**src/ht_pkg.sv**
```systemverilog
`default_nettype none

package ht_pkg;

  // ************************************************************************
  // widths and table geometry.
  // ************************************************************************
  localparam int KEY_WIDTH   = 32;
  localparam int VALUE_WIDTH = 16;

  // bucket word layout is built from this many ways.
  localparam int WAYS = 2;

  // ************************************************************************
  // command and result encodings.
  // ************************************************************************
  typedef enum logic [1:0] {
    OP_SEARCH = 2'd0,
    OP_INSERT = 2'd1,
    OP_DELETE = 2'd2
  } ht_opcode_t;

  typedef enum logic [1:0] {
    ST_OK        = 2'd0,
    ST_NOT_FOUND = 2'd1,
    ST_FULL      = 2'd2
  } ht_status_t;

  // command queue payload.
  typedef struct packed {
    ht_opcode_t             opcode;
    logic [KEY_WIDTH-1:0]   key;
    logic [VALUE_WIDTH-1:0] value;
  } ht_command_t;

  // result queue payload.
  typedef struct packed {
    ht_opcode_t             opcode;
    ht_status_t             status;
    logic [KEY_WIDTH-1:0]   key;
    logic [VALUE_WIDTH-1:0] value;
  } ht_result_t;

  // one entry of a bucket.
  typedef struct packed {
    logic                   valid;
    logic [KEY_WIDTH-1:0]   key;
    logic [VALUE_WIDTH-1:0] value;
  } ht_way_t;

endpackage

`default_nettype wire

```
**src/ht_fifo.sv**
```systemverilog
`timescale 1ns/1ns
`default_nettype none

module ht_fifo
#(
  parameter type payload_t = logic,
  parameter int  DEPTH     = 4
)
(
  input  logic     clk,
  input  logic     rst,
  input  logic     in_valid,
  output logic     in_ready,
  input  payload_t in_data,
  output logic     out_valid,
  input  logic     out_ready,
  output payload_t out_data
);

  localparam int PTR_WIDTH   = (DEPTH > 1) ? $clog2(DEPTH) : 1;
  localparam int COUNT_WIDTH = $clog2(DEPTH + 1);

  payload_t               mem [DEPTH];
  logic [PTR_WIDTH-1:0]   wr_ptr;
  logic [PTR_WIDTH-1:0]   rd_ptr;
  logic [COUNT_WIDTH-1:0] count;
  logic                   push;
  logic                   pop;

  function automatic logic [PTR_WIDTH-1:0] next_ptr(input logic [PTR_WIDTH-1:0] ptr);
    return (ptr == PTR_WIDTH'(DEPTH - 1)) ? '0 : ptr + 1'b1;
  endfunction

  // a full queue still takes a push when the head leaves in the same cycle.
  assign in_ready  = (count != COUNT_WIDTH'(DEPTH)) || out_ready;
  assign out_valid = (count != '0);
  assign out_data  = mem[rd_ptr];

  assign push = in_valid && in_ready;
  assign pop  = out_valid && out_ready;

  always_ff @(posedge clk)
    begin
      if (push)
        mem[wr_ptr] <= in_data;
    end

  always_ff @(posedge clk)
    begin
      if (rst)
        begin
          wr_ptr <= '0;
          rd_ptr <= '0;
          count  <= '0;
        end
      else
        begin
          if (push)
            wr_ptr <= next_ptr(wr_ptr);
          if (pop)
            rd_ptr <= next_ptr(rd_ptr);
          if (push && !pop)
            count <= count + 1'b1;
          else if (pop && !push)
            count <= count - 1'b1;
        end
    end

endmodule

`default_nettype wire

```
**src/ht_bucket_ram.sv**
```systemverilog
`timescale 1ns/1ns
`default_nettype none

module ht_bucket_ram
#(
  parameter  int BUCKET_COUNT = 16,
  localparam int INDEX_WIDTH  = $clog2(BUCKET_COUNT)
)
(
  input  logic                                  clk,
  input  logic                                  rd_en,
  input  logic [INDEX_WIDTH-1:0]                rd_addr,
  output ht_pkg::ht_way_t [ht_pkg::WAYS-1:0]    rd_data,
  input  logic                                  wr_en,
  input  logic [INDEX_WIDTH-1:0]                wr_addr,
  input  ht_pkg::ht_way_t [ht_pkg::WAYS-1:0]    wr_data
);

  import ht_pkg::*;

  // one word per bucket, all ways side by side.
  ht_way_t [WAYS-1:0] mem [BUCKET_COUNT];

  always_ff @(posedge clk)
    begin
      if (wr_en)
        mem[wr_addr] <= wr_data;
    end

  // registered read; a same-address write in this cycle is not seen.
  always_ff @(posedge clk)
    begin
      if (rd_en)
        rd_data <= mem[rd_addr];
    end

endmodule

`default_nettype wire

```
**src/ht_engine.sv**
```systemverilog
`timescale 1ns/1ns
`default_nettype none

module ht_engine
#(
  parameter  int BUCKET_COUNT = 16,
  localparam int INDEX_WIDTH  = $clog2(BUCKET_COUNT)
)
(
  input  logic                                  clk,
  input  logic                                  rst,

  input  logic                                  in_valid,
  output logic                                  in_ready,
  input  ht_pkg::ht_opcode_t                    in_opcode,
  input  logic [ht_pkg::KEY_WIDTH-1:0]          in_key,
  input  logic [ht_pkg::VALUE_WIDTH-1:0]        in_value,

  output logic                                  out_valid,
  input  logic                                  out_ready,
  output ht_pkg::ht_opcode_t                    out_opcode,
  output ht_pkg::ht_status_t                    out_status,
  output logic [ht_pkg::KEY_WIDTH-1:0]          out_key,
  output logic [ht_pkg::VALUE_WIDTH-1:0]        out_value,

  output logic                                  rd_en,
  output logic [INDEX_WIDTH-1:0]                rd_addr,
  input  ht_pkg::ht_way_t [ht_pkg::WAYS-1:0]    rd_data,
  output logic                                  wr_en,
  output logic [INDEX_WIDTH-1:0]                wr_addr,
  output ht_pkg::ht_way_t [ht_pkg::WAYS-1:0]    wr_data
);

  import ht_pkg::*;

  localparam int WAY_WIDTH = $clog2(WAYS);

  typedef enum logic [1:0] {
    CLEAR,
    IDLE,
    LOOKUP,
    RESPOND
  } state_t;

  state_t                 state;
  state_t                 state_next;
  logic [INDEX_WIDTH-1:0] clear_addr;

  ht_opcode_t             cmd_opcode;
  logic [KEY_WIDTH-1:0]   cmd_key;
  logic [VALUE_WIDTH-1:0] cmd_value;

  logic                   hit;
  logic                   free;
  logic [WAY_WIDTH-1:0]   hit_way;
  logic [WAY_WIDTH-1:0]   free_way;
  ht_way_t [WAYS-1:0]     new_bucket;
  logic                   bucket_write;
  ht_status_t             status;
  logic [VALUE_WIDTH-1:0] found_value;

  // xor of the four key bytes, cut to the index width.
  function automatic logic [INDEX_WIDTH-1:0] bucket_index(input logic [KEY_WIDTH-1:0] key);
    logic [7:0] folded;
    folded = key[31:24] ^ key[23:16] ^ key[15:8] ^ key[7:0];
    return folded[INDEX_WIDTH-1:0];
  endfunction

  // ************************************************************************
  // command intake and bucket read.
  // ************************************************************************
  assign in_ready = (state == IDLE);
  assign rd_en    = in_valid && in_ready;
  assign rd_addr  = bucket_index(in_key);

  always_ff @(posedge clk)
    begin
      if (rd_en)
        begin
          cmd_opcode <= in_opcode;
          cmd_key    <= in_key;
          cmd_value  <= in_value;
        end
    end

  // ************************************************************************
  // way match and bucket update.
  // ************************************************************************
  // rd_data stays put until the next read, so this also holds in RESPOND.
  always_comb
    begin
      hit      = 1'b0;
      free     = 1'b0;
      hit_way  = '0;
      free_way = '0;
      // walk downwards so the lowest way wins.
      for (int w = WAYS - 1; w >= 0; w--)
        begin
          if (rd_data[w].valid && (rd_data[w].key == cmd_key))
            begin
              hit     = 1'b1;
              hit_way = WAY_WIDTH'(w);
            end
          if (!rd_data[w].valid)
            begin
              free     = 1'b1;
              free_way = WAY_WIDTH'(w);
            end
        end
    end

  always_comb
    begin
      new_bucket   = rd_data;
      bucket_write = 1'b0;
      status       = ST_NOT_FOUND;
      found_value  = '0;
      case (cmd_opcode)
        OP_SEARCH:
          if (hit)
            begin
              status      = ST_OK;
              found_value = rd_data[hit_way].value;
            end
        OP_INSERT:
          if (hit)
            begin
              status                     = ST_OK;
              new_bucket[hit_way].value  = cmd_value;
              bucket_write               = 1'b1;
            end
          else if (free)
            begin
              status                     = ST_OK;
              new_bucket[free_way].valid = 1'b1;
              new_bucket[free_way].key   = cmd_key;
              new_bucket[free_way].value = cmd_value;
              bucket_write               = 1'b1;
            end
          else
            status = ST_FULL;
        OP_DELETE:
          if (hit)
            begin
              status                    = ST_OK;
              new_bucket[hit_way].valid = 1'b0;
              bucket_write              = 1'b1;
            end
        default:
          status = ST_NOT_FOUND;
      endcase
    end

  // the clear sweep owns the write port until the table is empty.
  assign wr_en   = (state == CLEAR) || ((state == LOOKUP) && bucket_write);
  assign wr_addr = (state == CLEAR) ? clear_addr : bucket_index(cmd_key);
  assign wr_data = (state == CLEAR) ? '0 : new_bucket;

  assign out_valid  = (state == LOOKUP) || (state == RESPOND);
  assign out_opcode = cmd_opcode;
  assign out_status = status;
  assign out_key    = cmd_key;
  assign out_value  = found_value;

  // ************************************************************************
  // sequencer.
  // ************************************************************************
  always_comb
    begin
      state_next = state;
      case (state)
        CLEAR:
          if (clear_addr == INDEX_WIDTH'(BUCKET_COUNT - 1))
            state_next = IDLE;
        IDLE:
          if (in_valid)
            state_next = LOOKUP;
        LOOKUP:
          state_next = out_ready ? IDLE : RESPOND;
        RESPOND:
          if (out_ready)
            state_next = IDLE;
        default:
          state_next = CLEAR;
      endcase
    end

  always_ff @(posedge clk)
    begin
      if (rst)
        begin
          state      <= CLEAR;
          clear_addr <= '0;
        end
      else
        begin
          state <= state_next;
          if (state == CLEAR)
            clear_addr <= clear_addr + 1'b1;
        end
    end

endmodule

`default_nettype wire

```
**src/ht_top.sv**
```systemverilog
`timescale 1ns/1ns
`default_nettype none

module ht_top
#(
  parameter int BUCKET_COUNT = 16,
  parameter int FIFO_DEPTH   = 4
)
(
  input  logic                              clk,
  input  logic                              rst,

  input  logic                              cmd_valid,
  output logic                              cmd_ready,
  input  ht_pkg::ht_opcode_t                cmd_opcode,
  input  logic [ht_pkg::KEY_WIDTH-1:0]      cmd_key,
  input  logic [ht_pkg::VALUE_WIDTH-1:0]    cmd_value,

  output logic                              res_valid,
  input  logic                              res_ready,
  output ht_pkg::ht_opcode_t                res_opcode,
  output ht_pkg::ht_status_t                res_status,
  output logic [ht_pkg::KEY_WIDTH-1:0]      res_key,
  output logic [ht_pkg::VALUE_WIDTH-1:0]    res_value
);

  import ht_pkg::*;

  localparam int INDEX_WIDTH = $clog2(BUCKET_COUNT);

  ht_command_t            cmd_in_data;
  ht_command_t            cmd_out_data;
  ht_result_t             res_in_data;
  ht_result_t             res_out_data;

  logic                   eng_in_valid;
  logic                   eng_in_ready;
  logic                   eng_out_valid;
  logic                   eng_out_ready;
  ht_opcode_t             eng_out_opcode;
  ht_status_t             eng_out_status;
  logic [KEY_WIDTH-1:0]   eng_out_key;
  logic [VALUE_WIDTH-1:0] eng_out_value;

  logic                   rd_en;
  logic [INDEX_WIDTH-1:0] rd_addr;
  ht_way_t [WAYS-1:0]     rd_data;
  logic                   wr_en;
  logic [INDEX_WIDTH-1:0] wr_addr;
  ht_way_t [WAYS-1:0]     wr_data;

  assign cmd_in_data = '{opcode: cmd_opcode, key: cmd_key, value: cmd_value};

  ht_fifo
  #(
    .payload_t ( ht_command_t ),
    .DEPTH     ( FIFO_DEPTH   )
  ) u_cmd_fifo (
    .clk       ( clk          ),
    .rst       ( rst          ),
    .in_valid  ( cmd_valid    ),
    .in_ready  ( cmd_ready    ),
    .in_data   ( cmd_in_data  ),
    .out_valid ( eng_in_valid ),
    .out_ready ( eng_in_ready ),
    .out_data  ( cmd_out_data )
  );

  ht_engine
  #(
    .BUCKET_COUNT ( BUCKET_COUNT )
  ) u_engine (
    .clk        ( clk                ),
    .rst        ( rst                ),
    .in_valid   ( eng_in_valid       ),
    .in_ready   ( eng_in_ready       ),
    .in_opcode  ( cmd_out_data.opcode ),
    .in_key     ( cmd_out_data.key   ),
    .in_value   ( cmd_out_data.value ),
    .out_valid  ( eng_out_valid      ),
    .out_ready  ( eng_out_ready      ),
    .out_opcode ( eng_out_opcode     ),
    .out_status ( eng_out_status     ),
    .out_key    ( eng_out_key        ),
    .out_value  ( eng_out_value      ),
    .rd_en      ( rd_en              ),
    .rd_addr    ( rd_addr            ),
    .rd_data    ( rd_data            ),
    .wr_en      ( wr_en              ),
    .wr_addr    ( wr_addr            ),
    .wr_data    ( wr_data            )
  );

  ht_bucket_ram
  #(
    .BUCKET_COUNT ( BUCKET_COUNT )
  ) u_ram (
    .clk     ( clk     ),
    .rd_en   ( rd_en   ),
    .rd_addr ( rd_addr ),
    .rd_data ( rd_data ),
    .wr_en   ( wr_en   ),
    .wr_addr ( wr_addr ),
    .wr_data ( wr_data )
  );

  assign res_in_data = '{opcode: eng_out_opcode, status: eng_out_status,
                         key: eng_out_key, value: eng_out_value};

  ht_fifo
  #(
    .payload_t ( ht_result_t ),
    .DEPTH     ( FIFO_DEPTH  )
  ) u_res_fifo (
    .clk       ( clk           ),
    .rst       ( rst           ),
    .in_valid  ( eng_out_valid ),
    .in_ready  ( eng_out_ready ),
    .in_data   ( res_in_data   ),
    .out_valid ( res_valid     ),
    .out_ready ( res_ready     ),
    .out_data  ( res_out_data  )
  );

  assign res_opcode = res_out_data.opcode;
  assign res_status = res_out_data.status;
  assign res_key    = res_out_data.key;
  assign res_value  = res_out_data.value;

endmodule

`default_nettype wire

```
**config.mk**
```make
export PLATFORM = sky130hd
export DESIGN_NAME = ht_top
export DESIGN_NICKNAME = d
export VERILOG_FILES = /design/src/ht_pkg.sv /design/src/ht_fifo.sv /design/src/ht_bucket_ram.sv /design/src/ht_engine.sv /design/src/ht_top.sv
export SDC_FILE = /design/constraint.sdc
export NUM_CORES = 2
export LEC_CHECK = 0
export BUFFER_PORTS_ARGS = -buffer_cell sky130_fd_sc_hd__buf_4
export CORE_MARGIN = 3
export CORE_UTILIZATION = 53
export CTS_CLUSTER_DIAMETER = 200
export DETAILED_ROUTE_END_ITERATION = 12
export MAX_ROUTING_LAYER = met4
export PLACE_DENSITY = 0.7
export SYNTH_ARGS = -nofsm -noshare
export SYNTH_HDL_FRONTEND = slang
export SYNTH_HIERARCHICAL = 1
export SYNTH_SLANG_ARGS = --single-unit
```
**constraint.sdc**
```tcl
create_clock -name clk -period 20.3 [get_ports clk]
set_input_delay 1.015 -clock clk [delete_from_list [all_inputs] [get_ports clk]]
set_output_delay 1.015 -clock clk [all_outputs]
set_load 0.02 [all_outputs]
```
==> reports/qor.txt <==
FMAX: 0.1582 GHz
Initial DRC Count: 4841
Crit. End Element: register
Final Hold Vio Count: 0
Clk pwr share: 0.256
Synth cell types: 60
Initial antenna violation count: 4
Worst slack at placement: 14210 ps
Number of synthesized register bits: 2148
Max-cap viol count: 0
Final Cycle Share: 0.3115
HP Class: input pin to register
Outcome: finished, final reports clean
Critical R2R Launch: u_engine/out_key[1]
Via count of the first global-routing pass: 38590
Cts bufs inserted: 195
Worst slew margin: 0.1764
Die ar.: 0.1592 mm²
Layout Cells excl Fill: 5971
Resize count post-CTS: 0
Setup TNS: 0 ps
Lkg Pwr: 28.73 nW
Maximum number of pins on one net before global-route repair: 135
Worst Setup Start Kind: register
Data arrival time of the critical path: 6750 ps
Post-layout util: 0.5979
Hold path cells: 1
Sequential area share after synthesis: 0.7852
Fin nets: 3851
GR Overflow Total: 0
Core footprint: 0.1526 mm²
Initial cell density of the core: 0.5362
Routed Antenna Nets: 0
I/O Buffers: 107
Hold EP: u_cmd_fifo/mem[0][6]
Cell Area, Synth: 0.08184 mm²
Clk buf depth: 3
Detailed-route via count: 38430
Avg Inst Size Synth: 22.68 µm²
I/O Pins: 108
CTS Sinks: 2148
Reg clk slew, reported paths: 60 ps
Combinational fraction of design power: 0.340
Max Slew Vio Count: 0
Cell internal pwr: 9.625 mW
CTS tree: done
Critical path type: register to register
Crit-path max FO: 45
Crit Reg-Reg Endpoint: u_ram/mem[13][19]
Routed wire length: 188600 µm
Placed cells: 5606
RSZ-0062 raised after global routing: no
Synthesized Nets: 3686
Setup-violating endpoint count in the final report: 0
Post-route DRC: 0
Slew @ Worst Pin: 1235 ps
Hold buffers post-CTS: 0
Clk_skew: 23.24 ps
Num rows: 143
Post-route worst setup slack: 13980 ps
Fin Hold WS: 401.3 ps
Sw frac: 0.3188
Post-CTS Setup Repair Bufs: 0
Yosys warnings: 6
Post-synth EDFFs: 2124
Clk_lat worst skew: 820 ps
First-pass DRT Iterations: 6
Dpl hpwl: 107600 µm
Cells on worst reg2reg path: 10
Worst Path Required: 20730 ps
Most used DFF post-synth: edfxtp_1
Ratio of cells with drive above 1 in the final layout: 0.2529
Worst vdd ir: 0.2113 mV
Post-DR wirelength/cell: 31.59 µm
First-pass GRT wire length: 275000 µm
Die width: 399.0 µm
P_sw: 4.505 mW
GRT Total Usage: 0.2484
Die Ht: 399.0 µm
Layout area overhead: 11.51%
Flop pwr share: 0.405
H-tree depth: 4
FFs w/ async S/R, synth: 0
GPL Wtd Cong: 0.9197
Cell area power density: 154.8 mW/mm²
Setup slack on the worst flop-to-flop path: 13980 ps
Via density: 6.435
Hold_sp: cmd_value[6]
Clock root buffer: clkbuf_16
Worst Setup SP: u_engine/out_key[1]
Cells after Synth: 3608
Tmin final: 6323 ps
-- layout by cell type (no fill, tap or decap), types with 3 or more instances in the layout --
cell type     n
nand2_1     114
o21ai_0       8
o21a_1       17
buf_4       165
a22oi_1     196
ha_1         22
clkinv_1     51
bufinv_16    18
xor2_1       68
xnor2_1      25
nor2_1       19
and2_1       17
and3_2        8
clkbuf_1     38
nand4_1       5
mux4_2      494
nor4_1       23
clkbuf_16   203
a21o_1        4
buf_12        9
nand4b_1      4
nand2b_1      4
and2_4        4
a21oi_1       8
dfxtp_1      20
a32o_1       32
and3_1       18
clkinv_2     42
a22o_1       64
o31ai_1       3
nand3_1      11
inv_1        15
nor2_4       13
nor3_2        5
nor3_1        5
or3_1         6
inv_6         3
mux2i_1       5
edfxtp_1   2124
-- layout make-up --
type / instances / area (µm²)
repair buffers: 174 / 1419
well taps: 2030 / 2540
inverters: 15 / 56.30
clock buffers: 241 / 5223
multi-input cells: 1239 / 16660
fillers: 10370 / 61360
diodes: 2 / 5.005
clock inverters: 122 / 1087
flip-flops and latches: 2148 / 64270
-- metal layers --
layer | up-vias | GRT usage | part of all wire | wire [µm]
met5 | - | - | 0 | 0
met4 | 0 | 0.07854 | 0.032 | 5960
met3 | 330 | 0.04198 | 0.085 | 16060
met2 | 1926 | 0.3823 | 0.49 | 93030
met1 | 20500 | 0.3457 | 0.39 | 73580
li1 | 15670 | - | - | -
-- Yosys cell counts (3+ instances only) --
master,n,area share
mux4_2,494,0.14
o21ai_0,8,0.00049
nand3_1,11,0.00067
inv_1,15,0.00069
a21o_1,4,0.00037
clkbuf_1,97,0.0044
a22oi_1,196,0.018
and2_1,19,0.0015
o21a_1,17,0.0016
o31ai_1,3,0.00028
nor3_1,9,0.00055
nor2_1,32,0.0015
nand2b_1,4,0.00031
ha_1,22,0.0034
a32o_1,32,0.0039
xor2_1,68,0.0073
edfxtp_1,2124,0.78
or3_1,6,0.00046
buf_1,19,0.00087
nand4b_1,4,0.00043
nor2b_1,3,0.00023
buf_4,38,0.0035
xnor2_1,27,0.0029
a22o_1,64,0.0068
and3_2,8,0.00073
buf_2,41,0.0025
nor4_1,23,0.0018
and3_1,18,0.0014
mux2i_1,5,0.00061
a21oi_1,8,0.00049
nand2_1,114,0.0052
nand4_1,5,0.00038
buf_6,11,0.0015
dfxtp_1,24,0.0059
-- through the flow --
step / cell area, µm² / power (mW)
after floorplan: 81840 / 9.235
after global placement: 84940 / 10.61
after detailed placement: 84940 / 10.65
after CTS: 91250 / 14.24
after global routing: 91260 / 14.70
final: 91260 / 14.13
-- worst max path at each step --
stage,slack [ps],end,depth (start not counted)
3_3_place_gp,14230,u_ram/mem[13][62],10
5_1_grt,13850,u_ram/mem[13][95],10
3_5_place_dp,14210,u_ram/mem[13][62],10
6_report,13980,u_ram/mem[13][19],10
4_1_cts,14180,u_ram/mem[13][19],10
2_1_floorplan,10320,u_ram/mem[0][0],11
-- critical path, cell delays in order, from the launching register on --
cell	delay, ps
edfxtp_1	530
xor2_1	270
nor4_1	350
and4_1	250
and3_1	810
a211oi_1	100
o21ai_0	820
nand3_1	480
nor2_4	580
buf_4	760
buf_4	800
-- cell families after synthesis --
kind of cell / after synthesis / synth area share
mux: 499 / 0.1366
buf+inv: 221 / 0.01351
compound gates: 348 / 0.03368
simple gates: 273 / 0.01705
flops: 2148 / 0.7852
fa+ha+maj: 24 / 0.003853
xor+xnor: 95 / 0.01017
-- flip-flops by register name (all words and copies together), names as in the netlist, named ones only --
signal and cells:
u_ram/mem 1568, u_ram/rd_data 98, u_engine/out_opcode 2, u_cmd_fifo/mem 200, u_engine/cmd_value 16, u_res_fifo/wr_ptr 2, u_cmd_fifo/rd_ptr 2, u_engine/state 2
u_res_fifo/mem 208, u_res_fifo/rd_ptr 2, u_res_fifo/count 3, u_cmd_fifo/wr_ptr 2, u_engine/out_key 32, u_cmd_fifo/count 3, u_engine/clear_addr 4
-- power by group through the flow --
stage	Sequential, mW	Clock (mW)	Combinational (mW)
finish	5.72	3.61	4.80
global route	5.75	3.85	5.10
CTS	5.72	3.66	4.86
detailed placement	5.81	0	4.84
global placement	5.79	0	4.82
floorplan	5.76	0	3.47
(Power assumes the default switching activity.)
